[src/jpeg_stream_pkg.sv]
`default_nettype none

package jpeg_stream_pkg;

    // bytes in one chunk from the entropy coder
    localparam int IN_BYTES = 4;

    // worst case after stuffing, every input byte was 0xFF
    localparam int OUT_BYTES = 2 * IN_BYTES;

    localparam int IN_NB_W = 3;
    localparam int OUT_NB_W = 4;

    // stuffed byte count of one frame's scan data
    localparam int LEN_W = 16;

endpackage

`default_nettype wire

[src/byte_stuffer.sv]
`default_nettype none
`timescale 1ns/100ps

module byte_stuffer (
    input  logic                                      clk,
    input  logic                                      resetn,
    input  logic [8*jpeg_stream_pkg::IN_BYTES-1:0]    in_data,
    input  logic [jpeg_stream_pkg::IN_NB_W-1:0]       in_nbytes,
    input  logic                                      in_tlast,
    input  logic                                      in_valid,
    output logic                                      in_hold,
    output logic [8*jpeg_stream_pkg::OUT_BYTES-1:0]   out_data,
    output logic [jpeg_stream_pkg::OUT_NB_W-1:0]      out_nbytes,
    output logic                                      out_tlast,
    output logic                                      out_valid,
    input  logic                                      out_hold
);
    import jpeg_stream_pkg::*;

    logic [IN_BYTES-1:0]      is_ff;
    logic [8*OUT_BYTES-1:0]   stuffed;
    logic [8*OUT_BYTES-1:0]   keep;
    logic [OUT_NB_W-1:0]      ff_count;

    // index 0 is the last byte of the chunk, bytes past in_nbytes are ignored
    always_comb begin
        for (int i = 0; i < IN_BYTES; i++) begin
            is_ff[i] = (in_data[8*i +: 8] == 8'hff) && (IN_BYTES - 1 - i < in_nbytes);
        end
    end

    // work from the low bytes up so that an insertion never moves a byte
    // that is still to be examined
    always_comb begin
        stuffed = {in_data, {8*(OUT_BYTES-IN_BYTES){1'b0}}};
        ff_count = '0;
        for (int i = 0; i < IN_BYTES; i++) begin
            keep = {8*OUT_BYTES{1'b1}} << (8*(OUT_BYTES - IN_BYTES + i));
            if (is_ff[i]) begin
                stuffed = (stuffed & keep) | ((stuffed & ~keep) >> 8);
                ff_count = ff_count + 1'b1;
            end
        end
    end

    // only stall when the register is full and downstream refuses it
    assign in_hold = out_hold && out_valid;

    always_ff @(posedge clk) begin
        if (resetn) begin
            out_valid <= 1'b0;
        end else if (!in_hold) begin
            out_valid <= in_valid;
        end
    end

    always_ff @(posedge clk) begin
        if (!in_hold && in_valid) begin
            out_data <= stuffed;
            out_nbytes <= OUT_NB_W'(in_nbytes) + ff_count;
            out_tlast <= in_tlast;
        end
    end

    a_in_nbytes_range: assert property (@(posedge clk) disable iff (resetn)
        in_valid |-> in_nbytes <= IN_BYTES);

endmodule

`default_nettype wire

[config.mk]
export PLATFORM = sky130hd
export DESIGN_NAME = byte_stuffer
export DESIGN_NICKNAME = d
export VERILOG_FILES = /design/src/jpeg_stream_pkg.sv /design/src/byte_stuffer.sv
export SDC_FILE = /design/constraint.sdc
export NUM_CORES = 1
export LEC_CHECK = 0
export BUFFER_PORTS_ARGS = -buffer_cell sky130_fd_sc_hd__buf_2
export CORE_MARGIN = 5
export CORE_UTILIZATION = 52
export DETAILED_ROUTE_END_ITERATION = 6
export GPL_TIMING_DRIVEN = 0
export PLACE_DENSITY = 0.82
export SLEW_MARGIN = 25
export SYNTH_ARGS = -nofsm -noshare
export SYNTH_HDL_FRONTEND = slang
export SYNTH_SLANG_ARGS = --single-unit
[constraint.sdc]
create_clock -name clk -period 6.5 [get_ports clk]
set_input_delay 0.65 -clock clk [delete_from_list [all_inputs] [get_ports clk]]
set_output_delay 0.65 -clock clk [all_outputs]
set_load 0.01 [all_outputs]
* After elaboration in Yosys (flattened, before gate mapping)
Cells that the tools add are included.
** Operators by class
- Add/subtract/negate cells :: 4
- Bitwise logic cells :: 3
- Magnitude comparators :: 4
- Equality and inequality tests :: 4
- Multiplexer cells :: 7
- Reduce and logical (&&, ||, !) cells :: 7
** Operators with widths (count)
- 2-to-1 mux 64 bit :: 3
- OR 64 x 32 -> 64 bit :: 1
- OR 64 x 40 -> 64 bit :: 1
- OR 64 x 48 -> 64 bit :: 1
- equality test 8 bit, second input constant :: 4
- 2-to-1 mux 4 bit :: 2
- logical AND 1 bit :: 6
- less-than comparator 1 x 3 -> 1 bit, first input constant :: 2
- less-than comparator 2 x 3 -> 1 bit, first input constant :: 2
- adder 3 x 4 -> 4 bit :: 1
- adder 4 x 1 -> 4 bit, second input constant :: 1
- adder 2 x 1 -> 3 bit, second input constant :: 1
- adder 1 x 1 -> 2 bit, second input constant :: 1
- 2-to-1 mux 2 bit :: 1
- logical NOT 1 bit :: 1
- 2-to-1 mux 1 bit :: 1
** Storage, ports and cells
- Flip-flop bits (word level) :: 70
- Bits of input ports :: 40
- Logic and storage cells :: 33
- Output and inout port bits :: 71

* Longest topological paths before layout
- Depth in word-level cells :: 10
- Mapped depth :: 11
- Gate-level depth less buffers :: 11

* Worst setup path before layout
OpenSTA, ideal clock, no wires.
- Kind :: input to register
- Start point :: input port out_hold
- End point :: register out_data[10] (netlist name), enable pin
- Slack :: 2433 ps
- Required time :: 6013 ps
- Path buffers :: 0
- Data arrival time :: 3580 ps
- Cell stages on the path :: 2
- Cells stage by stage :: and2_1 nor2b_1
** Between the ends
- Longest elaborated chain between the ends :: 3
** RTL lines
- start, declared :: RTL line byte_stuffer.sv:16 : input logic out_hold
- logical AND 1 bit :: RTL line byte_stuffer.sv:47 : assign in_hold = out_hold && out_valid;
- logical NOT 1 bit :: RTL line byte_stuffer.sv:58 : if (!in_hold && in_valid) begin
- logical AND 1 bit :: RTL line byte_stuffer.sv:58
- end signal, assigned :: RTL line byte_stuffer.sv:59 : out_data <= stuffed;
- end, declared :: RTL line byte_stuffer.sv:12 : output logic [8*jpeg_stream_pkg::OUT_BYTES-1:0] out_data,
No other way between the ends.
A chain may end at the register's enable or synchronous reset.

* Worst setup path in the final report
- Start point :: input port in_data[0] (netlist name)
- End point :: register out_nbytes[3] (netlist name) (data pin)
** Between the ends
- Longest elaborated chain between the ends :: 10
** RTL lines
- start, declared :: RTL line byte_stuffer.sv:7 : input logic [8*jpeg_stream_pkg::IN_BYTES-1:0] in_data,
- equality test 8 bit (*) :: RTL line byte_stuffer.sv:28 : is_ff[i] = (in_data[8*i +: 8] == 8'hff) && (IN_BYTES - 1 - i < in_nbytes);
- logical AND 1 bit (*) :: RTL line byte_stuffer.sv:28
- 2-to-1 mux 1 bit (*) :: RTL line byte_stuffer.sv:39 : if (is_ff[i]) begin
- adder 1 x 1 -> 2 bit :: RTL line byte_stuffer.sv:41 : ff_count = ff_count + 1'b1;
- 2-to-1 mux 2 bit (*) :: RTL line byte_stuffer.sv:39
- adder 2 x 1 -> 3 bit :: RTL line byte_stuffer.sv:41
- 2-to-1 mux 4 bit (*) :: RTL line byte_stuffer.sv:39
- adder 4 x 1 -> 4 bit :: RTL line byte_stuffer.sv:41
- 2-to-1 mux 4 bit (*) :: RTL line byte_stuffer.sv:39
- adder 3 x 4 -> 4 bit (*) :: RTL line byte_stuffer.sv:60 : out_nbytes <= OUT_NB_W'(in_nbytes) + ff_count;
- end signal, assigned :: RTL line byte_stuffer.sv:60
- end, declared :: RTL line byte_stuffer.sv:13 : output logic [jpeg_stream_pkg::OUT_NB_W-1:0] out_nbytes,
Mark *: on every way between the ends. The rest lies on a longest branch, timed or not.

==> impl_results.md <==
* Status: complete, no violations
* CTS buffer count at 9
* # clock sinks at 62
* Post-synth top area cell: edfxtp_1
* Max-slew violation count at 0
* Post-CTS setup buffer count at 0
* Crit path DAT at 3170 ps
* Nets at 355
* Root buffer cell: clkbuf_8
* GRT Util Overall at 19.8%
* DR pass1 iterations at 4
* Post-synth top cells: edfxtp_1, and2_1, a22o_1, buf_4, nor2b_1
* Crit path buffers/inverters at 2
* Num rows at 26
* Required @ worst endpoint at 6590 ps
* Fin crit share at 47.4%
* Hold depth at 2
* Clock Skew at 2.88 ps
* Prevailing post-synth register cell: edfxtp_1
* Critical path's slowest cell: or4_1
* Pint at 0.676 mW
* Vias in the first global route at 2,083
* Share of the synthesized area in the top cell type at 66.2%
* Cts repair resizes at 0
* First DRT Iteration DRCs at 156
* Htree depth at 3
* Seq pwr share at 53.7%
* Register bit count reported by yosys at 62
* Global-route wire length before repair at 10,700 µm
* Setup crit start: in_data[0]
* Place WS at 3060 ps
* IO Pins at 111
* Switching Fraction at 22.5%
* GRT Residual Overflow at 0
* Port bufs at 102
* Comb power frac at 10.3%
* YS warnings at 0
* Max-Cap Viols at 0
* Headroom to the max-slew limit at 35.1%
* Final ANT Viol Nets at 0
* Async S/R FF share, synth at 0%
* CORE AREA at 5140 µm²
* Maximum VDD drop at 0.108 mV
* Crit. End Element: register
* Clock transition at the registers of the reported paths at 70 ps
* Top post-synthesis cells by area: edfxtp_1, a22o_1, and2_1, ha_1, buf_4
* Chip width at 83.0 µm
* EDFF count, synth at 61
* Pin count of the biggest net entering global routing at 24
* RSZ-0062 raised after global routing: false
* Final setup vio count at 0
* Crit-path most repeated cell: ha_1
* CTS tree: done
* Netlist cell types at 29
* Vias at 2,017
* Clock power frac at 35.9%
* Mean Syn Cell Area at 14.9 µm²
* HP Start: resetn
* Hold endpoint: out_valid
* R2r setup slk at 4740 ps
* Static Leakage at 1.69 nW
* Clock latency on the worst-skew pair at 330 ps
* Final Hold Fails at 0
* Worst path max stage delay at 560 ps
* Seq/Total Area, Yosys at 66.9%
* CP delay by family, top: adder cells
* P&R area growth vs syn at 31.4%
* Origin of the critical flop-to-flop path: out_valid
* Hold_buf cts at 0
* Max Fclk at 324 MHz
* Worst slew pin tran at 967 ps
* Total wire length at 6610 µm
* Avg Vias per Cell at 5.27
* Initial antenna violation count at 0
* Reg2Reg Depth at 4
* CP Class: in -> reg
* Crit start category: primary input
* Sw Pwr at 0.196 mW
* Setup_tns at 0 ps
* Number of diodes at 0
* Worst setup margin at 3420 ps
* Die outline area at 6880 µm²
* Final Critical Period at 3080 ps
* CP Cell Sequence: buf_2 -> nand2_1 -> or4_1 -> inv_1 -> ha_1 -> xor2_1 -> ha_1 -> mux2_2 -> ha_1 -> a21o_1 -> a21o_1
* PD cells at 240 nW/µm²
* Count leader, synth: edfxtp_1
* DP Wirelength at 4840 µm
* Die Span Y at 83.0 µm
* CTS Buffer Depth at 2
* Post-Syn Area at 2770 µm²
* Hold Path Class: in -> reg
* Layout cell share with drive strength beyond 1 at 42.8%
* Initial Util at 53.8%
* Residual DRC at 0
* Post-Synthesis Cells at 186
* GP Congestion at 0.773
* Reg-to-Reg End: out_data[22]
* CP max FO at 6
* Average wire per standard cell at 17.2 µm
## routing by layer
| layer | GRT usage [%] | routed length, µm |
|---|---|---|
| met1 | 22.2 | 2400 |
| met2 | 33.6 | 3520 |
| met3 | 6.63 | 522 |
| met4 | 10.1 | 157 |
| met5 | 0 | 0 |
## how the worst max path moves through the flow
stage / slack (ps) / cells after the start / end
4_1_cts: 3410 / 11 / out_nbytes[3]
5_1_grt: 3320 / 11 / out_nbytes[3]
3_5_place_dp: 3060 / 11 / out_nbytes[3]
3_3_place_gp: 1450 / 3 / out_data[16]
6_report: 3420 / 11 / out_nbytes[3]
2_1_floorplan: 2430 / 2 / out_data[10]
## worst register-to-register path, delay by kind of cell (launching register included)
| kind | cells | cell delay [ps] |
|---|---|---|
| flip-flops | 1 | 310 |
| AND/OR/NAND/NOR | 2 | 730 |
| buffers and inverters | 2 | 440 |
## registers in the layout, indices dropped and copies added, names as in the netlist
name	flops
out_data	56
out_nbytes	4
out_tlast	1
out_valid	1
## cells by family after synthesis
kind of cell | synth area share (%)
buffers and inverters | 3.80
XOR/XNOR | 2.17
adder cells (fa/ha/maj) | 3.44
AO/OA/AOI/OAI | 9.95
multiplexers | 1.18
AND/OR/NAND/NOR | 12.4
other | 0.135
flip-flops | 66.9
## metrics by stage
step / power (mW) / instance area, µm² / utilization (%) / cells / hold WS, ps
finish: 0.872 / 3640 / 70.7 / 383 / 465
global route: 0.909 / 3640 / 70.7 / 383 / 455
CTS: 0.878 / 3640 / 70.7 / 383 / 456
detailed placement: 0.567 / 3450 / 67.2 / 367 / 658
global placement: 0.561 / 3390 / 66.0 / 365 / 585
floorplan: 0.517 / 2790 / - / 193 / 680
## cells in the final DEF (no fill, tap or decap)
| cell | count |
|---|---|
| buf_2 | 105 |
| edfxtp_1 | 61 |
| and2_1 | 18 |
| a22o_1 | 16 |
| buf_4 | 9 |
| clkbuf_8 | 9 |
| nor2b_1 | 8 |
| conb_1 | 8 |
| nor2_1 | 7 |
| nand4_1 | 6 |
| a21o_1 | 6 |
| ha_1 | 6 |
| inv_1 | 5 |
| and3_1 | 5 |
| nand2_1 | 4 |
| a221o_1 | 4 |
| a32o_1 | 4 |
| nor3_1 | 3 |
| clkbuf_1 | 3 |
| xor2_1 | 3 |
| nor3_4 | 2 |
| nand3_1 | 2 |
| a21oi_1 | 2 |
| mux2_2 | 2 |
| xnor2_1 | 2 |
| clkinv_1 | 2 |
| buf_16 | 2 |
| xor2_2 | 1 |
| or4_1 | 1 |
| mux2i_1 | 1 |
| nor2b_4 | 1 |
| fa_1 | 1 |
| clkinvlp_4 | 1 |
| bufinv_16 | 1 |
| clkinv_2 | 1 |
| dfxtp_1 | 1 |
## area by class of cell
| cell class | instances | area, µm² |
|---|---|---|
| sequential | 62 | 1850 |
| fill | 383 | 1500 |
| multi-input combinational | 113 | 845 |
| timing repair buffer | 104 | 566 |
| clock buffer | 11 | 131 |
| tap | 70 | 87.6 |
| buffer | 13 | 86.3 |
| clock inverter | 5 | 50.0 |
| inverter | 5 | 18.8 |
## power groups by stage
stage / sequential (mW) / clock (mW) / combinational (mW)
floorplan: 0.492 / 0 / 0.0245
global placement: 0.479 / 0 / 0.0815
detailed placement: 0.477 / 0 / 0.0896
CTS: 0.469 / 0.319 / 0.0903
global route: 0.470 / 0.342 / 0.0969
finish: 0.469 / 0.313 / 0.0900
Power figures use the tool's default switching activity.
