`config.mk`:
```
export PLATFORM = sky130hd
export DESIGN_NAME = wb_stream_writer
export DESIGN_NICKNAME = d
export VERILOG_FILES = /design/src/jpeg_stream_pkg.sv /design/src/wb_pkg.sv /design/src/wb_stream_writer.sv
export SDC_FILE = /design/constraint.sdc
export NUM_CORES = 1
export LEC_CHECK = 0
export BUFFER_PORTS_ARGS = -buffer_cell sky130_fd_sc_hd__buf_2
export CAP_MARGIN = 20
export CORE_ASPECT_RATIO = 0.9
export CORE_MARGIN = 1
export CORE_UTILIZATION = 50
export CTS_BUF_LIST = sky130_fd_sc_hd__clkbuf_4
export DETAILED_ROUTE_END_ITERATION = 6
export PLACE_DENSITY = 0.77
export REMOVE_ABC_BUFFERS = 1
export SLEW_MARGIN = 25
export SYNTH_ARGS = -nofsm -noshare
export SYNTH_HDL_FRONTEND = slang
export SYNTH_SLANG_ARGS = --single-unit
```
`constraint.sdc`:
```
create_clock -name clk -period 6.2 [get_ports clk]
set_input_delay 1.24 -clock clk [delete_from_list [all_inputs] [get_ports clk]]
set_output_delay 1.24 -clock clk [all_outputs]
set_load 0.05 [all_outputs]
```
`src/jpeg_stream_pkg.sv`:
```
`default_nettype none

package jpeg_stream_pkg;

    // bytes in one chunk from the entropy coder
    localparam int IN_BYTES = 4;

    // worst case after stuffing, every input byte was 0xFF
    localparam int OUT_BYTES = 2 * IN_BYTES;

    localparam int IN_NB_W = 3;
    localparam int OUT_NB_W = 4;

    // stuffed byte count of one frame's scan data
    localparam int LEN_W = 16;

endpackage

`default_nettype wire

```
`src/wb_pkg.sv`:
```
`default_nettype none

package wb_pkg;

    localparam int WB_DW = 32;

    // word address, not byte address
    localparam int WB_AW = 12;

    // one writer per encoder core
    localparam int WB_MASTERS = 2;

endpackage

`default_nettype wire

```
`src/wb_stream_writer.sv`:
```
`default_nettype none
`timescale 1ns/100ps

module wb_stream_writer #(
    parameter logic [wb_pkg::WB_AW-1:0] BASE = '0
) (
    input  logic                                  clk,
    input  logic                                  resetn,
    input  logic [wb_pkg::WB_DW-1:0]              word,
    input  logic [jpeg_stream_pkg::IN_NB_W-1:0]   word_nbytes,
    input  logic                                  word_last,
    input  logic                                  word_valid,
    output logic                                  word_hold,
    output logic                                  wb_cyc,
    output logic                                  wb_stb,
    output logic                                  wb_we,
    output logic [wb_pkg::WB_AW-1:0]              wb_adr,
    output logic [wb_pkg::WB_DW-1:0]              wb_dat_w,
    input  logic                                  wb_ack,
    output logic                                  frame_done,
    output logic [jpeg_stream_pkg::LEN_W-1:0]     frame_bytes
);
    import jpeg_stream_pkg::*;

    logic [IN_NB_W-1:0]   nbytes_q;
    logic                 last_q;
    logic [LEN_W-1:0]     len_acc;
    logic [LEN_W-1:0]     len_next;
    logic                 accept;
    logic                 done_write;

    // one word is in flight and the next is taken once the bus cycle has closed
    assign word_hold = wb_cyc;
    assign wb_we = wb_cyc;
    assign accept = !wb_cyc && word_valid;
    assign done_write = wb_cyc && wb_ack;
    assign len_next = len_acc + LEN_W'(nbytes_q);

    always_ff @(posedge clk) begin
        if (resetn) begin
            wb_cyc <= 1'b0;
            wb_stb <= 1'b0;
            wb_adr <= BASE;
            len_acc <= '0;
            frame_done <= 1'b0;
        end else begin
            frame_done <= 1'b0;
            if (accept) begin
                wb_cyc <= 1'b1;
                wb_stb <= 1'b1;
            end else if (done_write) begin
                wb_cyc <= 1'b0;
                wb_stb <= 1'b0;
                if (last_q) begin
                    // next frame overwrites the same region
                    wb_adr <= BASE;
                    len_acc <= '0;
                    frame_done <= 1'b1;
                end else begin
                    wb_adr <= wb_adr + 1'b1;
                    len_acc <= len_next;
                end
            end
        end
    end

    always_ff @(posedge clk) begin
        if (accept) begin
            wb_dat_w <= word;
            nbytes_q <= word_nbytes;
            last_q <= word_last;
        end
        if (done_write && last_q) begin
            frame_bytes <= len_next;
        end
    end

    a_stb_in_cyc: assert property (@(posedge clk) disable iff (resetn)
        wb_stb |-> wb_cyc);

endmodule

`default_nettype wire

```
== Word level (Yosys, flattened, before mapping) ==
Index checks and enable logic that the tools add are counted.

* Flip-flop bits (word level): 82
* Input bits: 40
* Output and inout port bits: 65
* Word-level logic and storage cells: 24

* Add/sub/neg operators: 2
* Muxes and demuxes: 5
* Bitwise operators: 2
* Reduce and logical (&&, ||, !) cells: 7

{| class="wikitable"
|+ Operators by type and width
! kind !! number
|-
| $add A16 B3 Y16 || 1
|-
| $mux W16 || 1
|-
| $add A12 B1 Y12 const B || 1
|-
| $mux W12 || 1
|-
| $logic_and A1 B1 Y1 || 3
|-
| $mux W1 || 3
|-
| $reduce_or A3 Y1 || 1
|-
| $not A1 Y1 || 2
|-
| $reduce_and A2 Y1 || 1
|-
| $reduce_bool A2 Y1 || 1
|-
| $logic_not A1 Y1 || 1
|}

== Longest topological paths before layout ==
Gate-level depths: netlist of the first run.

* Depth in word-level cells: 4
* Gate-level depth with buffers: 6
* Gate-level depth less buffers: 6

== Worst setup path before layout of the first run ==
No wires, ideal clock.

* Path type: input to register
* Start point: input port word_valid
* End point: register last_q (enable)
* Data arrival time: 2.889 ns
* Required time: 5.766 ns
* Setup slack: 2.876 ns
* Stages on the path: 1
* Buffers on the path: 0
* Cell sequence: nor2b_1

* Word-level cells in the longest chain between the ends: 1

{| class="wikitable"
|+ Ends and longest elaborated chain
! item !! RTL line !! text
|-
| start: declaration || wb_stream_writer.sv:12 || <nowiki>input logic word_valid,</nowiki>
|-
| $logic_and A1 B1 Y1 || wb_stream_writer.sv:35 || <nowiki>assign accept = !wb_cyc && word_valid;</nowiki>
|-
| end signal: assignment || wb_stream_writer.sv:71 || <nowiki>last_q <= word_last;</nowiki>
|-
| end: declaration || wb_stream_writer.sv:26 || <nowiki>logic last_q;</nowiki>
|}

Every way passes these cells.
A chain may end at the register's enable or synchronous reset.

== Worst setup path in the final report of the first run ==
* Start point: register wb_stb
* End point: output port wb_stb

{| class="wikitable"
|+ RTL lines
! item !! RTL line !! text
|-
| start: declaration || wb_stream_writer.sv:15 || <nowiki>output logic wb_stb,</nowiki>
|-
| start signal: assignment || wb_stream_writer.sv:42 || <nowiki>wb_stb <= 1'b0;</nowiki>
|-
| start signal: assignment || wb_stream_writer.sv:50 || <nowiki>wb_stb <= 1'b1;</nowiki>
|-
| start signal: assignment || wb_stream_writer.sv:53 || <nowiki>wb_stb <= 1'b0;</nowiki>
|}

No word-level cell between the ends.

==> results.cfg, run 1 <==
[cts]
hold_buffers = 0
clk_pin_slew_ns = 0.12
cts_sinks = 82
clockRootBuffer = clkbuf_4
postCtsSetupBuffers = 0
insertion_delay_ns = 0.41
cts_buffers = 9
cts-resized-gates = 0
cts_max_level = 3
cts_tree = yes
clockBufferDepth = 2

[route]
viasPerCell = 5.30
vias = 2422
first_pass_iters = 4
met1_length_um = 2780
first_iter_violations = 174
met2_length_um = 3320
dr_wl_met3_um = 361
route.detailed.drc = 0
route.top_layer_used = met4
totalWireLength_um = 6570
wire_per_inst_um = 14.4
antenna_left = 0

[critical_path]
required_ns = 4.96
crit_type = flip-flop to output pin
r2r_cells = 6
worstSetupStartpointType = flip-flop
end_kind = output pin
cp_slowest_cell = dfxtp_1
critical_path.top_delay_family = flip-flops
cp.depth = 1
reg2reg_to = len_acc[14]$_SDFFE_PP0P_
slowest_delay_ns = 0.55
crit_buf_inv = 1
critPathMaxFanout = 12
ff2ff_setup_slack_ns = 4.05
r2r-start = nbytes_q[0]$_DFFE_PP_
path_cells = buf_2
cp.arrival_ns = 1.29

[grt]
antenna_found_initial = 0
grt_pass1_wl_um = 10200
grt_pass1_vias = 2140
grt_max_degree = 38
grt_usage = 0.193
grt_overflow_total = 0

[floorplanning]
start_util = 0.531
io_pins = 105
dieArea_um2 = 7010
num_rows = 27
die_w_um = 88.1
die_y_um = 79.5
core-area_um2 = 6280

[min_path]
hp-start = wb_adr[11]$_SDFFE_PP0P_
hold_depth = 2
hold_path_end = wb_adr[11]$_SDFFE_PP0P_
hold_class = flip-flop to flip-flop

[synth]
synth-compound-area-share = 0.103
netlist_area_um2 = 3340
synth_fa_ha_area_frac = 0.0210
async_reset_ff_frac = 0
synth-main-ff-cell = edfxtp_1
synth.top_cell.area_share = 0.468
ys.warnings.count = 0
yosysUniqueCellTypes = 48
synthMuxAreaShare = 0
synth-simple-area-share = 0.146
synth.area.top_cells = edfxtp_1 (47%), dfxtp_1 (18%), xor2_1 (2.9%), xnor2_1 (2.6%), nor2_1 (2.5%)
syn_inst = 263
synth_edf_count = 52
synth_top_area_cell = edfxtp_1
synth_xor_area_frac = 0.0551
synth_seq_area_share = 0.647
synth_area_per_cell_um2 = 12.7
synth_top_family_by_area = simple AND/OR/NAND/NOR gates
ys_seq_elements = 82

[power]
power_density_nw_per_um2 = 254
power_frac_seq = 0.591
combPwrFrac = 0.112
p_int_w = 0.000757
clockPowerShare = 0.297
p_leak_nw = 1.61
swShare = 0.263
switchingPower_w = 0.000271
vdd_drop_max_v = 0.000139

[final_layout]
drive_gt1_frac = 0.351
multiInputGateArea_um2 = 1090
final_nets = 410
fill_cells = 520
final_cell_mix = buf_2 (104), edfxtp_1 (52), dfxtp_1 (30), nor2_1 (22), a21oi_1 (14)
area_delta_synth_final_pct = 21.3
seq_area_um2 = 2160
diodes = 0
final_common_cell = buf_2

[placed_design]
routabilityCongestion = 0.795
io_buffers = 104
hpwl_um = 4510
dp_slack_ns = 3.52

[sta]
fin_tns_setup_ns = 0
slew_headroom = 0.339
min_period_ns = 2.53
setup_violations = 0
min_period_over_period = 0.408
worst_slew_pin_slew_ns = 0.990
rsz0062_at_grt = false
maxSlewViolCount = 0
setup_slack_ns = 3.67
skew_ns = 0.0126
hold_violations = 0
max_freq_mhz = 395

[status]
status = finished clean

[flow_run]
drv_cap = 0
[cells by family after synthesis]
family | Yosys count
AOI/OAI and AO/OA | 49
DFF | 82
xor gates and xnor gates | 21
and+or+nand+nor | 86
adders and majority gates | 5
buffers and inverters | 20
[sequential cells by signal (all words and copies together) (netlist names)]
signal       flops
wb_stb           1
last_q           1
len_acc         16
nbytes_q         3
frame_bytes     16
frame_done       1
wb_dat_w        32
wb_adr          12
[how the worst max path moves through the flow]
| stage | from | to |
|---|---|---|
| after floorplan | wb_stb$_SDFFE_PP0P_ | frame_bytes[0]$_DFFE_PP_ |
| after global placement | wb_ack | wb_adr[10]$_SDFFE_PP0P_ |
| after detailed placement | wb_ack | wb_adr[2]$_SDFFE_PP0P_ |
| after CTS | wb_stb$_SDFFE_PP0P_ | wb_stb |
| after global routing | wb_stb$_SDFFE_PP0P_ | wb_cyc |
| final | wb_stb$_SDFFE_PP0P_ | wb_stb |
[cell type report]
class,instances,area share
Sequential cell,82,0.534
Tap cell,87,0.0269
Multi-Input combinational cell,161,0.270
Inverter,6,0.00556
Timing Repair Buffer,105,0.130
Clock inverter,5,0.0133
Clock buffer,11,0.0204
[through the flow]
step / power (W) / hold slack, ns / utilization / instances / area, µm²
after floorplan: 0.000699 / 0.457 / - / 249 / 3270
after global placement: 0.000733 / 0.468 / 0.623 / 441 / 3910
after detailed placement: 0.000735 / 0.494 / 0.623 / 441 / 3910
after CTS: 0.00104 / 0.511 / 0.645 / 457 / 4050
after global routing: 0.00106 / 0.531 / 0.645 / 457 / 4050
final: 0.00103 / 0.510 / 0.645 / 457 / 4050
[routing by layer]
| metal | vias up | GRT usage |
|---|---|---|
| met3 | 11 | 0.0393 |
| met2 | 90 | 0.329 |
| met5 | - | 0 |
| met4 | 0 | 0.0774 |
| met1 | 1131 | 0.238 |
| li1 | 1190 | - |
[cells in the mapped netlist (all sizes together) (2+ instances only)]
library cell / count
or4: 3
a311o: 2
inv: 5
nor2: 23
o211ai: 2
a41oi: 2
a21oi: 14
xnor2: 10
nand3: 11
xor2: 11
a211oi: 2
buf: 10
nor2b: 2
edfxtp: 52
nor3: 7
and3: 7
nand2: 12
a32o: 3
a21o: 2
and4: 2
clkbuf: 4
a31oi: 5
ha: 4
o21ai: 11
nand4: 10
dfxtp: 30
or3: 5
[power groups by stage]
stage / logic [W] / clock network [W] / registers (W)
floorplan: 0.0000189 / 0 / 0.000680
global placement: 0.000114 / 0 / 0.000619
detailed placement: 0.000115 / 0 / 0.000620
CTS: 0.000115 / 0.000313 / 0.000608
global route: 0.000120 / 0.000333 / 0.000609
finish: 0.000115 / 0.000306 / 0.000607
No activity file was read; power rests on OpenSTA's default activity.
==> run 2: changes to the inputs <==
Clock period 6.2 ns to 2.49 ns, I/O delays scaled along.
==> run 2 against run 1 <==
Compared with the run above: design area grew 2.4%; non-clock buffer count grew 6; flip-flop and latch count is the same; cell count grew 1.3%; via count is the same; utilization grew 1.6 points; sequential share of layout area shrank 1.3 points; sequential power grew 150%; total power grew to 2.7 times the previous value; worst setup slack lost 3.3 ns; register-to-register slack lost 3.7 ns.
==> results.cfg, run 2 (synthesis results as in run 1) <==
[sta]
setup_violations = 0
min_period_over_period = 0.856
max_freq_mhz = 469
min_period_ns = 2.13
skew_ns = 0.0157
maxSlewViolCount = 0
rsz0062_at_grt = false
fin_tns_setup_ns = 0
hold_violations = 0
slew_headroom = 0.693
setup_slack_ns = 0.359
worst_slew_pin_slew_ns = 0.461

[floorplanning]
core-area_um2 = 6280
dieArea_um2 = 7010
die_w_um = 88.1
start_util = 0.531
num_rows = 27
io_pins = 105
die_y_um = 79.5

[grt]
grt_pass1_vias = 2212
grt_overflow_total = 0
grt_pass1_wl_um = 10600
antenna_found_initial = 0
grt_max_degree = 38
grt_usage = 0.202

[placed_design]
hpwl_um = 4760
io_buffers = 104
place_area_um2 = 3960
routabilityCongestion = 0.791
dp_slack_ns = 0.390

[final_layout]
drive_gt1_frac = 0.367
diodes = 0
regMostFlops = wb_dat_w
final_common_cell = buf_2
largest_reg_flops = 32
top_regs = wb_dat_w: 32 flops, frame_bytes: 16 flops, len_acc: 16 flops
final_cell_mix = buf_2 (104), edfxtp_1 (52), dfxtp_1 (30), nor2_1 (22), a21oi_1 (14)
final_nets = 416
stdcell_area_um2 = 4150
fill_cells = 501
area_delta_synth_final_pct = 24.2

[cts]
clk_pin_slew_ns = 0.13
cts_tree = yes
cts_sinks = 82
clockBufferDepth = 2
clockRootBuffer = clkbuf_4
hold_buffers = 0
cts-resized-gates = 0
insertion_delay_ns = 0.43
postCtsSetupBuffers = 0
cts_max_level = 3
cts_buffers = 9

[critical_path]
crit_type = flip-flop to flip-flop
required_ns = 2.85
r2r_cells = 6
cp.arrival_ns = 2.49
critPathMaxFanout = 7
worstSetupStartpointType = flip-flop
end_kind = flip-flop

[route]
met1_length_um = 2780
met2_length_um = 3360
dr_wl_met3_um = 349
antenna_left = 0
first_iter_violations = 142
vias = 2422
route.detailed.drc = 0
first_pass_iters = 4
route.top_layer_used = met4
viasPerCell = 5.23
wire_per_inst_um = 14.2
totalWireLength_um = 6590

[status]
status = finished clean

[min_path]
hold_depth = 1
hold_class = input port to flip-flop

[power]
switchingPower_w = 0.000680
swShare = 0.246
p_leak_nw = 1.66
power_frac_seq = 0.545
vdd_drop_max_v = 0.000432
combPwrFrac = 0.108
power_density_nw_per_um2 = 667
power_w = 0.00277
clockPowerShare = 0.347
p_int_w = 0.00209

[flow_run]
drv_cap = 0
-- run 2: cell count changes in the layout (fill, tap and decap cells not counted) --
cell        before  now
bufinv_16        1    3
clkinv_1         3    1
buf_4            1    7
clkinvlp_4       1    2
clkbuf_4        11   10
-- run 2: per-stage QoR --
stage | hold slack (ns) | util | instances
after floorplan | 0.457 | - | 249
after global placement | 0.466 | 0.630 | 447
after detailed placement | 0.474 | 0.630 | 447
after CTS | 0.211 | 0.660 | 463
after global routing | 0.197 | 0.660 | 463
final | 0.229 | 0.660 | 463
-- run 2: metal layers --
layer,vias up,track usage
met4,0,0.0613
met3,10,0.0662
met1,1135,0.247
met2,77,0.340
li1,1200,-
met5,-,0
-- run 2: power groups by stage --
| stage | logic (W) | registers (W) | clock network, W |
|---|---|---|---|
| 2_1_floorplan | 0.0000472 | 0.00169 | 0 |
| 3_3_place_gp | 0.000296 | 0.00154 | 0 |
| 3_5_place_dp | 0.000299 | 0.00154 | 0 |
| 4_1_cts | 0.000300 | 0.00151 | 0.000981 |
| 5_1_grt | 0.000313 | 0.00151 | 0.00102 |
| 6_report | 0.000298 | 0.00151 | 0.000960 |
-- run 2: layout make-up --
| class | count | area [µm²] | area share |
|---|---|---|---|
| Clock inverter | 6 | 114 | 0.0275 |
| Multi-Input combinational cell | 161 | 1090 | 0.263 |
| Timing Repair Buffer | 111 | 573 | 0.138 |
| Sequential cell | 82 | 2160 | 0.521 |
| Tap cell | 87 | 109 | 0.0262 |
| Clock buffer | 10 | 75.1 | 0.0181 |
| Inverter | 6 | 22.5 | 0.00543 |
-- run 2: worst max-delay path, stage by stage, from the launching register on --
cell and delay (ns):
edfxtp_1 0.39, ha_1 0.28, fa_1 0.44, a21o_4 0.27, and3_1 0.23, a211o_1 0.30
a31oi_1 0.16
-- run 2: worst paths after layout --
| kind | from | slack [ns] | end |
|---|---|---|---|
| min | word_last | 0.23 | last_q$_DFFE_PP_ |
| min reg2reg | wb_adr[11]$_SDFFE_PP0P_ | 0.49 | wb_adr[11]$_SDFFE_PP0P_ |
| max | nbytes_q[0]$_DFFE_PP_ | 0.36 | len_acc[14]$_SDFFE_PP0P_ |
| max reg2reg | nbytes_q[0]$_DFFE_PP_ | 0.36 | len_acc[14]$_SDFFE_PP0P_ |
