==> config.mk <==
export PLATFORM = sky130hd
export DESIGN_NAME = byte_packer
export DESIGN_NICKNAME = d
export VERILOG_FILES = /design/src/jpeg_stream_pkg.sv /design/src/byte_packer.sv
export SDC_FILE = /design/constraint.sdc
export NUM_CORES = 1
export LEC_CHECK = 0
export BUFFER_PORTS_ARGS = -buffer_cell sky130_fd_sc_hd__clkbuf_2
export CAP_MARGIN = 10
export CORE_ASPECT_RATIO = 1.2
export CORE_MARGIN = 2
export CORE_UTILIZATION = 35
export DETAILED_ROUTE_END_ITERATION = 10
export PLACE_DENSITY = 0.54
export SLEW_MARGIN = 20
export SYNTH_ARGS = -nofsm -noshare
export SYNTH_HDL_FRONTEND = slang
export SYNTH_SLANG_ARGS = --single-unit
==> constraint.sdc <==
create_clock -name clk -period 7.08 [get_ports clk]
set_clock_uncertainty 0.1 [all_clocks]
set_input_delay 1.062 -clock clk [delete_from_list [all_inputs] [get_ports clk]]
set_output_delay 1.062 -clock clk [all_outputs]
set_load 0.01 [all_outputs]
==> src/jpeg_stream_pkg.sv <==
`default_nettype none

package jpeg_stream_pkg;

    // bytes in one chunk from the entropy coder
    localparam int IN_BYTES = 4;

    // worst case after stuffing, every input byte was 0xFF
    localparam int OUT_BYTES = 2 * IN_BYTES;

    localparam int IN_NB_W = 3;
    localparam int OUT_NB_W = 4;

    // stuffed byte count of one frame's scan data
    localparam int LEN_W = 16;

endpackage

`default_nettype wire

==> src/byte_packer.sv <==
`default_nettype none
`timescale 1ns/100ps

module byte_packer (
    input  logic                                      clk,
    input  logic                                      resetn,
    input  logic [8*jpeg_stream_pkg::OUT_BYTES-1:0]   in_data,
    input  logic [jpeg_stream_pkg::OUT_NB_W-1:0]      in_nbytes,
    input  logic                                      in_tlast,
    input  logic                                      in_valid,
    output logic                                      in_hold,
    output logic [31:0]                               word,
    output logic [jpeg_stream_pkg::IN_NB_W-1:0]       word_nbytes,
    output logic                                      word_last,
    output logic                                      word_valid,
    input  logic                                      word_hold
);
    import jpeg_stream_pkg::*;

    localparam int BUF_BYTES = 2 * OUT_BYTES;
    localparam int CNT_W = $clog2(BUF_BYTES + 1);

    // oldest byte sits at the top, everything past count is kept at zero
    logic [8*BUF_BYTES-1:0]   pack_q;
    logic [8*BUF_BYTES-1:0]   pack_popped;
    logic [8*BUF_BYTES-1:0]   pack_next;
    logic [CNT_W-1:0]         count;
    logic [CNT_W-1:0]         count_popped;
    logic [CNT_W-1:0]         count_next;
    logic [8*OUT_BYTES-1:0]   in_masked;
    logic                     last_pending;
    logic                     push;
    logic                     pop;

    assign word = pack_q[8*BUF_BYTES-1 -: 32];
    assign word_nbytes = (count >= IN_BYTES) ? IN_NB_W'(IN_BYTES) : count[IN_NB_W-1:0];
    assign word_valid = (count >= IN_BYTES) || last_pending;
    assign word_last = last_pending && (count <= IN_BYTES);

    // a new frame waits until the previous one has been flushed
    assign in_hold = last_pending || (count > OUT_BYTES);

    assign pop = word_valid && !word_hold;
    assign push = in_valid && !in_hold;

    // drop the bytes the stuffer left past its count
    assign in_masked = in_data & ~({8*OUT_BYTES{1'b1}} >> (8*in_nbytes));

    always_comb begin
        pack_popped = pop ? (pack_q << 32) : pack_q;
        count_popped = pop ? (count - CNT_W'(word_nbytes)) : count;
        pack_next = pack_popped;
        count_next = count_popped;
        if (push) begin
            pack_next = pack_popped
                      | ({in_masked, {8*OUT_BYTES{1'b0}}} >> (8*count_popped));
            count_next = count_popped + CNT_W'(in_nbytes);
        end
    end

    always_ff @(posedge clk) begin
        if (resetn) begin
            pack_q <= '0;
            count <= '0;
            last_pending <= 1'b0;
        end else begin
            pack_q <= pack_next;
            count <= count_next;
            if (push && in_tlast) begin
                last_pending <= 1'b1;
            end else if (pop && word_last) begin
                last_pending <= 1'b0;
            end
        end
    end

    a_count_limit: assert property (@(posedge clk) disable iff (resetn)
        count <= BUF_BYTES);

endmodule

`default_nettype wire

# [Yosys cells after proc, flatten, opt, wreduce, memory -nomap -nowiden]
# Cells that the tools add are included.
[totals] regBits=134 latchBits=0 ramBits=0 mem_bits_ro=0 elab_cells=30 mem_count=0
[classes] n_addsub=2 mul=0 div=0 order_cmp=3 n_eq_ne=0 shift=2 mux=7 bitwise_logic=3 reduce_logical=10
[ops] op="two-way mux 128 bit" n=2
[ops] op="bitwise OR 128 bit" n=1
[ops] op="right shift 128 x 8 -> 128 bit" n=1
[ops] op="AND 64 bit" n=1
[ops] op="NOT 64 bit" n=1
[ops] op="right shift 64 x 7 -> 64 bit (first input constant)" n=1
[ops] op="two-way mux 5 bit" n=2
[ops] op="adder 5 x 4 -> 5 bit" n=1
[ops] op=">= comparator 5 x 3 -> 1 bit (second input constant)" n=1
[ops] op="greater-than comparator 5 x 4 -> 1 bit (second input constant)" n=1
[ops] op="less-or-equal comparator 5 x 3 -> 1 bit (second input constant)" n=1
[ops] op="logical AND 1 bit" n=5
[ops] op="subtractor 5 x 3 -> 5 bit" n=1
[ops] op="two-way mux 3 bit" n=1
[ops] op="logical NOT 1 bit" n=2
[ops] op="logical OR 1 bit" n=2
[ops] op="two-way mux 1 bit" n=2
[ops] op="nonzero test 2 bit" n=1

# [Depth between registers and ports, before layout]
# Gate-level depths: netlist (run 1).
[logic_depth] depth_word=7 depth_mapped=16 depth_no_buf=13

# [Worst setup path after synthesis (run 1)]
# OpenSTA, ideal clock, no wires.
[synth_path] kind="in2reg" startpoint="in word_hold" endpoint="reg count[4]" setup_time_ns=0.128 arrival_ns=3.402 path_slack_ns=3.451 path_stages=14 n_path_buf=4 path_cell_list="buf_2 -> or2_2 -> o21ai_4 -> inv_2 -> buf_6 -> buf_4 -> buf_2 -> ha_1 -> fa_1 -> a21o_1 -> a21oi_1 -> nor2_1 -> xnor2_1 -> nor2_1"
[synth_via] elab_chain_cells=5
[synth_rtl] item="start, declared" line="byte_packer.sv:16" rtl="input logic word_hold"
[synth_rtl] item="logical NOT 1 bit (*)" line="byte_packer.sv:43" rtl="assign pop = word_valid && !word_hold;"
[synth_rtl] item="logical AND 1 bit (*)" line="byte_packer.sv:43"
[synth_rtl] item="two-way mux 5 bit (*)" line="byte_packer.sv:51" rtl="count_popped = pop ? (count - CNT_W'(word_nbytes)) : count;"
[synth_rtl] item="adder 5 x 4 -> 5 bit" line="byte_packer.sv:57" rtl="count_next = count_popped + CNT_W'(in_nbytes);"
[synth_rtl] item="two-way mux 5 bit (*)" line="byte_packer.sv:54" rtl="if (push) begin"
[synth_rtl] item="end signal, assigned" line="byte_packer.sv:68" rtl="count <= count_next;"
[synth_rtl] item="end, declared" line="byte_packer.sv:27" rtl="logic [CNT_W-1:0] count;"
# Mark *: on every way between the ends. The rest lies on a longest branch, timed or not.
# A chain may end at the register's enable or synchronous reset.

# [Worst setup path in the final report (run 1)]
# Same ends and word-level chain as after synthesis.

==> impl_results.md, run 1 <==
* # resized after CTS at 0
* Ant. Diodes at 0
* Synth Register Bits at 134
* CTS sink cnt at 134
* H-tree Lvls at 4
* DRC viols at 0
* Max Cap Viol at 0
* Leakage power at 3.86 nW
* Hold EP: pack_q[3]
* Clk slew on worst S/H paths at 70 ps
* Wire per inst at 24.2 um
* Synthesized area per cell at 7.51 um2
* M3 GR Usage at 5.25%
* IO Count at 111
* Outcome: complete, no violations
* Post-DRT Antenna Nets at 0
* Worst path most repeated cell: nor2_1
* Post-route setup slack at 2840 ps
* DRT iter0 DRCs at 1059
* Initial core utilization at 35.4%
* Max Clk Rate at 0.236 GHz
* Critical path class: input port to flip-flop
* R2R cell count at 10
* Setup slack, reg-to-reg at 2980 ps
* Setup Buffers After CTS at 0
* Final Util at 39.5%
* CP required at 7280 ps
* Total CTS buffers at 17
* TritonCTS clock tree: done
* Root Buffer: clkbuf_16
* Synth Cell Area at 9250 um2
* Antenna violations before repair at 0
* CP Max Fanout at 47
* Final hold vios at 0
* Max-slew violation count at 0
* Die Ht at 182 um
* Hold Path Cell Cnt at 2
* RSZ-0062 raised after global routing: false
* FP Rows at 65
* Hpwl dp at 26.7 mm
* Die area at 27700 um2
* CP bufs+invs at 2
* First-pass GRT wire length at 57.2 mm
* Vias/cell at 6.23
* GP Congestion at 0.945
* Peak VDD IR at 0.209 mV
* Vias in the first global route at 9029
* Vias at 9878
* Final setup vio count at 0
* Met1 Usage GRT at 37.1%
* Largest net degree at the start of global routing at 77
* Clk buf depth at 2
* YS warnings at 0
* Final min period at 4240 ps
* Crit path DAT at 4440 ps
* Synthesized instance count at 1231
* Setup TNS at 0 ps
* Drt total wl at 38.4 mm
* Worst slew margin at 23.6%
* Die width at 152 um
* Worst reg2reg endpoint: count[4]
* Worst reg2reg startpoint: count[4]
* Yosys cell types at 77
* Hold Path Origin: pack_q[3]
* WP depth at 11
* Top FF cell, synth: dfxtp_1
* Total gr overflow at 0
* Fraction of layout cells with a size suffix above 1 at 17.6%
* # hold bufs at CTS at 0
* Crit-path cells: clkbuf_2 -> or2_2 -> o21ai_4 -> inv_2 -> ha_1 -> fa_1 -> a21o_1 -> a21oi_1 -> nor2_1 -> xnor2_1 -> nor2_1
* Largest stage delay, worst path at 690 ps
* PortBufs at 110
* Most Used Layer, Global Route: met2
* Period utilization at 59.9%
* Hold crit path type: flip-flop to flip-flop
* Number of synthesized flops with an enable pin at 0
* Synthesized Nets at 1312
* Crit-path leading delay family: compound AO/OA/AOI/OAI gates
* DR pass1 iterations at 5
* Pwr Density at 415 nW/um2
* Post-synthesis sequential area ratio at 29.0%
* Critical path endpoint category: flip-flop
* Async SR Flop Fraction at 0%
* Worst path slowest cell: o21ai_4
* Worst Tran Pin Value at 1140 ps
* GR Util All Layers at 27.1%
* Clock Latency Late Sink at 450 ps
* Layout Nets at 1318
* P&R area growth vs syn at 11.4%
* Crit path launch type: input port
* Worst slack, placed at 2450 ps
* Met2 GRT Util at 40.6%
* Core ar. at 26100 um2
flip-flops by register name, summed over array words and instances (netlist names):
name          cells
last_pending      1
pack_q          128
count             5
cell usage in the layout (no fill, tap or decap), types with 5 or more instances in the layout:
master,instances
a211oi_1,24
a21oi_1,71
a221oi_1,24
a2bb2oi_1,10
a311oi_1,16
a31oi_1,46
a32oi_1,6
and2_1,5
buf_4,18
bufinv_16,5
clkbuf_16,17
clkbuf_2,109
dfxtp_1,134
ha_1,7
inv_1,7
mux2_2,23
mux2_4,6
mux2i_1,60
nand2_1,241
nand2b_1,5
nand3_1,21
nor2_1,82
nor3_1,19
nor4_1,10
o211ai_1,34
o21a_1,9
o21ai_0,83
o21ai_1,12
o21bai_1,7
o22a_1,5
o22ai_1,10
o31ai_1,7
o32ai_1,17
or3_1,9
synth_stat cells (all sizes together) (6+ instances only):
| cell | n | share of area (%) |
|---|---|---|
| dfxtp | 134 | 29 |
| o31ai | 8 | 0.70 |
| a31oi | 46 | 3.1 |
| o21bai | 7 | 0.57 |
| nor3 | 22 | 1.4 |
| a221oi | 24 | 2.3 |
| a32oi | 6 | 0.57 |
| o22ai | 10 | 0.68 |
| and2 | 6 | 0.41 |
| inv | 10 | 0.41 |
| or3 | 9 | 0.61 |
| a211oi | 26 | 2.2 |
| a21oi | 72 | 3.9 |
| o32ai | 17 | 1.6 |
| nor4 | 11 | 0.81 |
| nand2 | 243 | 9.9 |
| mux2 | 29 | 3.8 |
| nor2 | 89 | 3.7 |
| nand3 | 22 | 1.2 |
| buf | 84 | 5.7 |
| ha | 7 | 0.95 |
| clkbuf | 56 | 2.3 |
| mux2i | 60 | 6.5 |
| a2bb2oi | 10 | 0.95 |
| o211ai | 35 | 2.9 |
| o21ai | 96 | 5.3 |
| a311oi | 16 | 1.5 |
| o21a | 9 | 0.73 |
power by group:
group / total, mW / internal [mW] / switching [mW]
Combinational: 2.16 / 0.684 / 1.47
Clock: 0.996 / 0.633 / 0.364
Sequential: 1.12 / 0.968 / 0.154
Total: 4.28 / 2.28 / 1.99
metal layers:
metal / part of all wire, % / up-vias
met3: 8.6 / 91
met4: 4.6 / 0
met5: 0 / -
li1: - / 4531
met2: 44 / 568
met1: 43 / 4688
per-stage QoR:
stage / power, mW / instance area (um2) / hold slack [ps] / std cells
finish: 4.28 / 10300 / 353 / 1585
global placement: 3.22 / 9640 / 337 / 1553
detailed placement: 3.24 / 9650 / 346 / 1553
global route: 4.52 / 10300 / 383 / 1585
floorplan: 2.66 / 9250 / 325 / 1231
CTS: 4.24 / 10300 / 356 / 1585
tightest hold or removal path: stages, from the launching register on:
cell and delay (ps):
dfxtp_1 320, nand2_1 50, o21ai_0 50
logic make-up after synthesis:
family | synth area share, %
AND/OR/NAND/NOR | 19.7
AO/OA/AOI/OAI | 31.2
buffers and inverters | 8.34
flip-flops | 29.0
multiplexers | 10.3
adder cells (fa/ha/maj) | 1.16
XOR/XNOR | 0.284
other | 0.0812
final cells by class:
type                    instances  area [um2]
clock buffers                  19         443
repair buffers                127         681
flip-flops and latches        134        2680
inverters                      10        37.5
clock inverters                13         204
well taps                     335         419
fillers                      2734       15800
multi-input cells             947        5830
worst max path at each step:
| stage | slack [ps] | startpoint | end |
|---|---|---|---|
| final | 2840 | word_hold | count[4] |
| after floorplan | 3450 | word_hold | count[4] |
| after global routing | 2590 | word_hold | count[4] |
| after global placement | 2490 | word_hold | count[4] |
| after CTS | 2910 | word_hold | count[4] |
| after detailed placement | 2450 | word_hold | count[4] |
(Power assumes the default switching activity.)
==> run 2: changes to the inputs <==
Settings changed: ABC_AREA from default to 1, PLACE_DENSITY 0.54 to 0.53.
Clock period 7.08 ns to 4.05 ns, I/O delays scaled along.
==> impl_results.md, run 2 <==
* Antenna violations before repair at 0 (unchanged)
* PortBufs at 110 (unchanged)
* GR Util All Layers at 26.4% (was 27.1%)
* Hpwl dp at 26.4 mm (was 26.7 mm)
* Max-slew violation count at 0 (unchanged)
* Top reg by flops: pack_q (unchanged)
* Worst slew margin at 42.6% (was 23.6%)
* First-pass GRT wire length at 58.5 mm (was 57.2 mm)
* Hold Path Origin: in_tlast (was pack_q[3])
* Synthesized Nets at 1748 (was 1312)
* Clk buf depth at 2 (unchanged)
* Initial core utilization at 35.5% (was 35.4%)
* Leading area contributor after synthesis: dfxtp_1 (unchanged)
* Crit-path cells: clkbuf_2 -> inv_1 -> nand2_2 -> nor2_2 -> nand2_1 -> nand2_1 -> inv_1 -> nand2_1 -> nand3_1 -> nand2_1 -> nor2_1 -> nand2_1 -> nand3b_1 -> nand2_1 -> inv_1 (was clkbuf_2 -> or2_2 -> o21ai_4 -> inv_2 -> ha_1 -> fa_1 -> a21o_1 -> a21oi_1 -> nor2_1 -> xnor2_1 -> nor2_1)
* Die area at 28800 um2 (was 27700 um2)
* Hold crit path type: input port to flip-flop (was flip-flop to flip-flop)
* GP Congestion at 1.02 (was 0.945)
* Combinational share of power at 62.7% (was 50.5%)
* CP bufs+invs at 4 (was 2)
* Most frequent cells in the layout: nand2_1 (553), nand3_1 (264), dfxtp_1 (134), nor2_1 (129), a21oi_1 (119) (was nand2_1 (241), dfxtp_1 (134), clkbuf_2 (109), o21ai_0 (83), nor2_1 (82))
* RSZ-0062 raised after global routing: false (unchanged)
* Setup Buffers After CTS at 0 (unchanged)
* Die Ht at 186 um (was 182 um)
* Final setup vio count at 0 (unchanged)
* Vias/cell at 5.40 (was 6.23)
* Post-DRT Antenna Nets at 0 (unchanged)
* Outcome: complete, no violations (unchanged)
* Worst reg2reg endpoint: pack_q[39] (was count[4])
* Worst slack, placed at 718 ps (was 2450 ps)
* R2R cell count at 14 (was 10)
* Largest net degree at the start of global routing at 131 (was 77)
* Synthesized area per cell at 5.77 um2 (was 7.51 um2)
* Peak VDD IR at 0.510 mV (was 0.209 mV)
* Worst Tran Pin Value at 860 ps (was 1140 ps)
* Post-route setup slack at 1100 ps (was 2840 ps)
* Pwr Density at 940 nW/um2 (was 415 nW/um2)
* Largest stage delay, worst path at 520 ps (was 690 ps)
* Final min period at 2950 ps
* Top-area cell type share of the netlist area at 27.9% (was 29.0%)
* YS warnings at 0 (unchanged)
* Most frequent cells after synthesis: nand2_1 (554), nand3_1 (264), dfxtp_1 (134) (was nand2_1 (242), dfxtp_1 (134), nor2_1 (86))
* Drt total wl at 37.4 mm (was 38.4 mm)
* Total gr overflow at 0 (unchanged)
* Layout Nets at 1747 (was 1318)
* CTS sink cnt at 134 (unchanged)
* Synth Cell Area at 9620 um2 (was 9250 um2)
* Crit path DAT at 3180 ps (was 4440 ps)
* Synthesized instance count at 1667 (was 1231)
* Total power at 10.0 mW (was 4.28 mW)
* Vias at 10900 (was 9878)
* Max Cap Viol at 0 (unchanged)
* H-tree Lvls at 4 (unchanged)
* P_sw at 5.37 mW (was 1.99 mW)
* Clk slew on worst S/H paths at 70 ps (about the same)
* P&R area growth vs syn at 11.0% (was 11.4%)
* Switching part of the total at 53.6% (was 46.6%)
* Final hold vios at 0 (unchanged)
* Vias in the first global route at 10200 (was 9029)
* Setup TNS at 0 ps (unchanged)
* Sequential share of power at 20.1% (was 26.2%)
* # hold bufs at CTS at 0 (unchanged)
* Ranking of synthesized cells by area: dfxtp_1 (28%), nand2_1 (22%), nand3_1 (14%) (was dfxtp_1 (29%), nand2_1 (9.8%), mux2i_1 (6.5%))
* Max Clk Rate at 0.339 GHz
* Number of flip-flops in the largest register at 128 (unchanged)
* Clock Latency Late Sink at 430 ps (was 450 ps)
* Biggest regs: pack_q (128), count (5), last_pending (1) (unchanged)
* Total CTS buffers at 17 (unchanged)
* Most frequent cell after synthesis: nand2_1 (unchanged)
* Die width at 155 um (was 152 um)
* Number of synthesized flops with an enable pin at 0 (unchanged)
* Setup slack, reg-to-reg at 1120 ps (was 2980 ps)
* DRT iter0 DRCs at 1105 (was 1059)
* Synth Register Bits at 134 (unchanged)
* Clock power frac at 17.2% (was 23.3%)
* Int Power at 4.66 mW (was 2.28 mW)
* Fraction of layout cells with a size suffix above 1 at 11.1% (was 17.6%)
* Top FF cell, synth: dfxtp_1 (unchanged)
* CP Max Fanout at 17 (was 47)
* Core ar. at 27100 um2 (was 26100 um2)
* Placed cell count at 1987 (was 1553)
* Post-synthesis sequential area ratio at 27.9% (was 29.0%)
* CP required at 4280 ps (was 7280 ps)
* Worst path slowest cell: nor2_2 (was o21ai_4)
* Yosys cell types at 33 (was 77)
* Non-Filler Instances at 2019 (was 1585)
* Wire per inst at 18.5 um (was 24.2 um)
* Crit path launch type: input port (unchanged)
* Period utilization at 72.9%
* IO Count at 111 (unchanged)
* Root Buffer: clkbuf_16 (unchanged)
* FP Rows at 66 (was 65)
* Hold EP: last_pending (was pack_q[3])
* Leakage power at 5.02 nW (was 3.86 nW)
* DRC viols at 0 (unchanged)
* Critical path endpoint category: flip-flop (unchanged)
* Crit-path leading delay family: simple AND/OR/NAND/NOR gates (was compound AO/OA/AOI/OAI gates)
* Most common cell after layout, fill and taps aside: nand2_1 (unchanged)
* Worst path most repeated cell: nand2_1 (was nor2_1)
* Ant. Diodes at 0 (unchanged)
* TritonCTS clock tree: done (unchanged)
* Async SR Flop Fraction at 0% (unchanged)
* Critical path class: input port to flip-flop (unchanged)
* # resized after CTS at 0 (unchanged)
* Worst reg2reg startpoint: count[3] (was count[4])
* DR pass1 iterations at 5 (unchanged)
* Hold Path Cell Cnt at 3 (was 2)
==> run 2: cell count changes after synthesis, sizes merged, moves of 24 or more <==
cell    before  now
nand2      243  559
nand3       22  265
inv         10  115
mux2i       60    0
a21oi       72  119
nor2        89  133
a31oi       46   11
mux2        29    0
o211ai      35    6
a211oi      26    0
a221oi      24    0
==> run 2: area by class of cell <==
cell class | instances | area [um2]
Inverter | 116 | 435
Clock inverter | 13 | 196
Sequential cell | 134 | 2680
Clock buffer | 19 | 443
Tap cell | 340 | 425
Timing Repair Buffer | 134 | 800
Multi-Input combinational cell | 1263 | 5690
Fill cell | 3090 | 16400
==> run 2: through the flow <==
stage / utilization, % / cell area (um2) / hold WS [ps]
floorplan: - / 9620 / 342
global placement: 37.0 / 10000 / 350
finish: 39.4 / 10700 / 300
CTS: 39.4 / 10700 / 291
global route: 39.4 / 10700 / 311
detailed placement: 37.0 / 10000 / 353
==> run 2: logic make-up after synthesis <==
group | Yosys count | synth area share (%)
other | 2 | 0.0781
flip-flops | 134 | 27.9
adder cells (fa/ha/maj) | 8 | 1.12
XOR/XNOR | 2 | 0.182
AO/OA/AOI/OAI | 251 | 13.5
AND/OR/NAND/NOR | 1000 | 43.9
buffers and inverters | 270 | 13.3
==> run 2: worst min-delay path, delay by kind of cell <==
| family | cells | cell delay (ps) |
|---|---|---|
| AND/OR/NAND/NOR | 1 | 50 |
| buffers and inverters | 1 | 80 |
| AO/OA/AOI/OAI | 1 | 50 |
==> run 2: worst max-delay path by stage <==
stage                 start          to  slack [ps]  cells after the start
6_report       in_nbytes[3]  pack_q[32]        1100                     15
5_1_grt            count[3]   pack_q[5]         870                     12
4_1_cts            count[3]  pack_q[37]        1110                     14
3_5_place_dp   in_nbytes[3]  pack_q[32]         720                     15
3_3_place_gp   in_nbytes[3]  pack_q[32]         750                     15
2_1_floorplan     word_hold    count[4]        1500                     12
==> run 2: power groups by stage <==
| stage | sequential, mW | clock (mW) | combinational (mW) |
|---|---|---|---|
| 3_5_place_dp | 2.04 | 0 | 6.20 |
| 4_1_cts | 2.02 | 1.76 | 6.22 |
| 3_3_place_gp | 2.04 | 0 | 6.17 |
| 5_1_grt | 2.07 | 1.81 | 7.03 |
| 6_report | 2.02 | 1.72 | 6.29 |
| 2_1_floorplan | 1.97 | 0 | 4.63 |
==> run 2: layer usage <==
layer,wire length (um),track usage (%)
met1,16800,35.8
met2,16800,42.0
met3,2530,4.14
met4,1240,10.6
met5,0,0
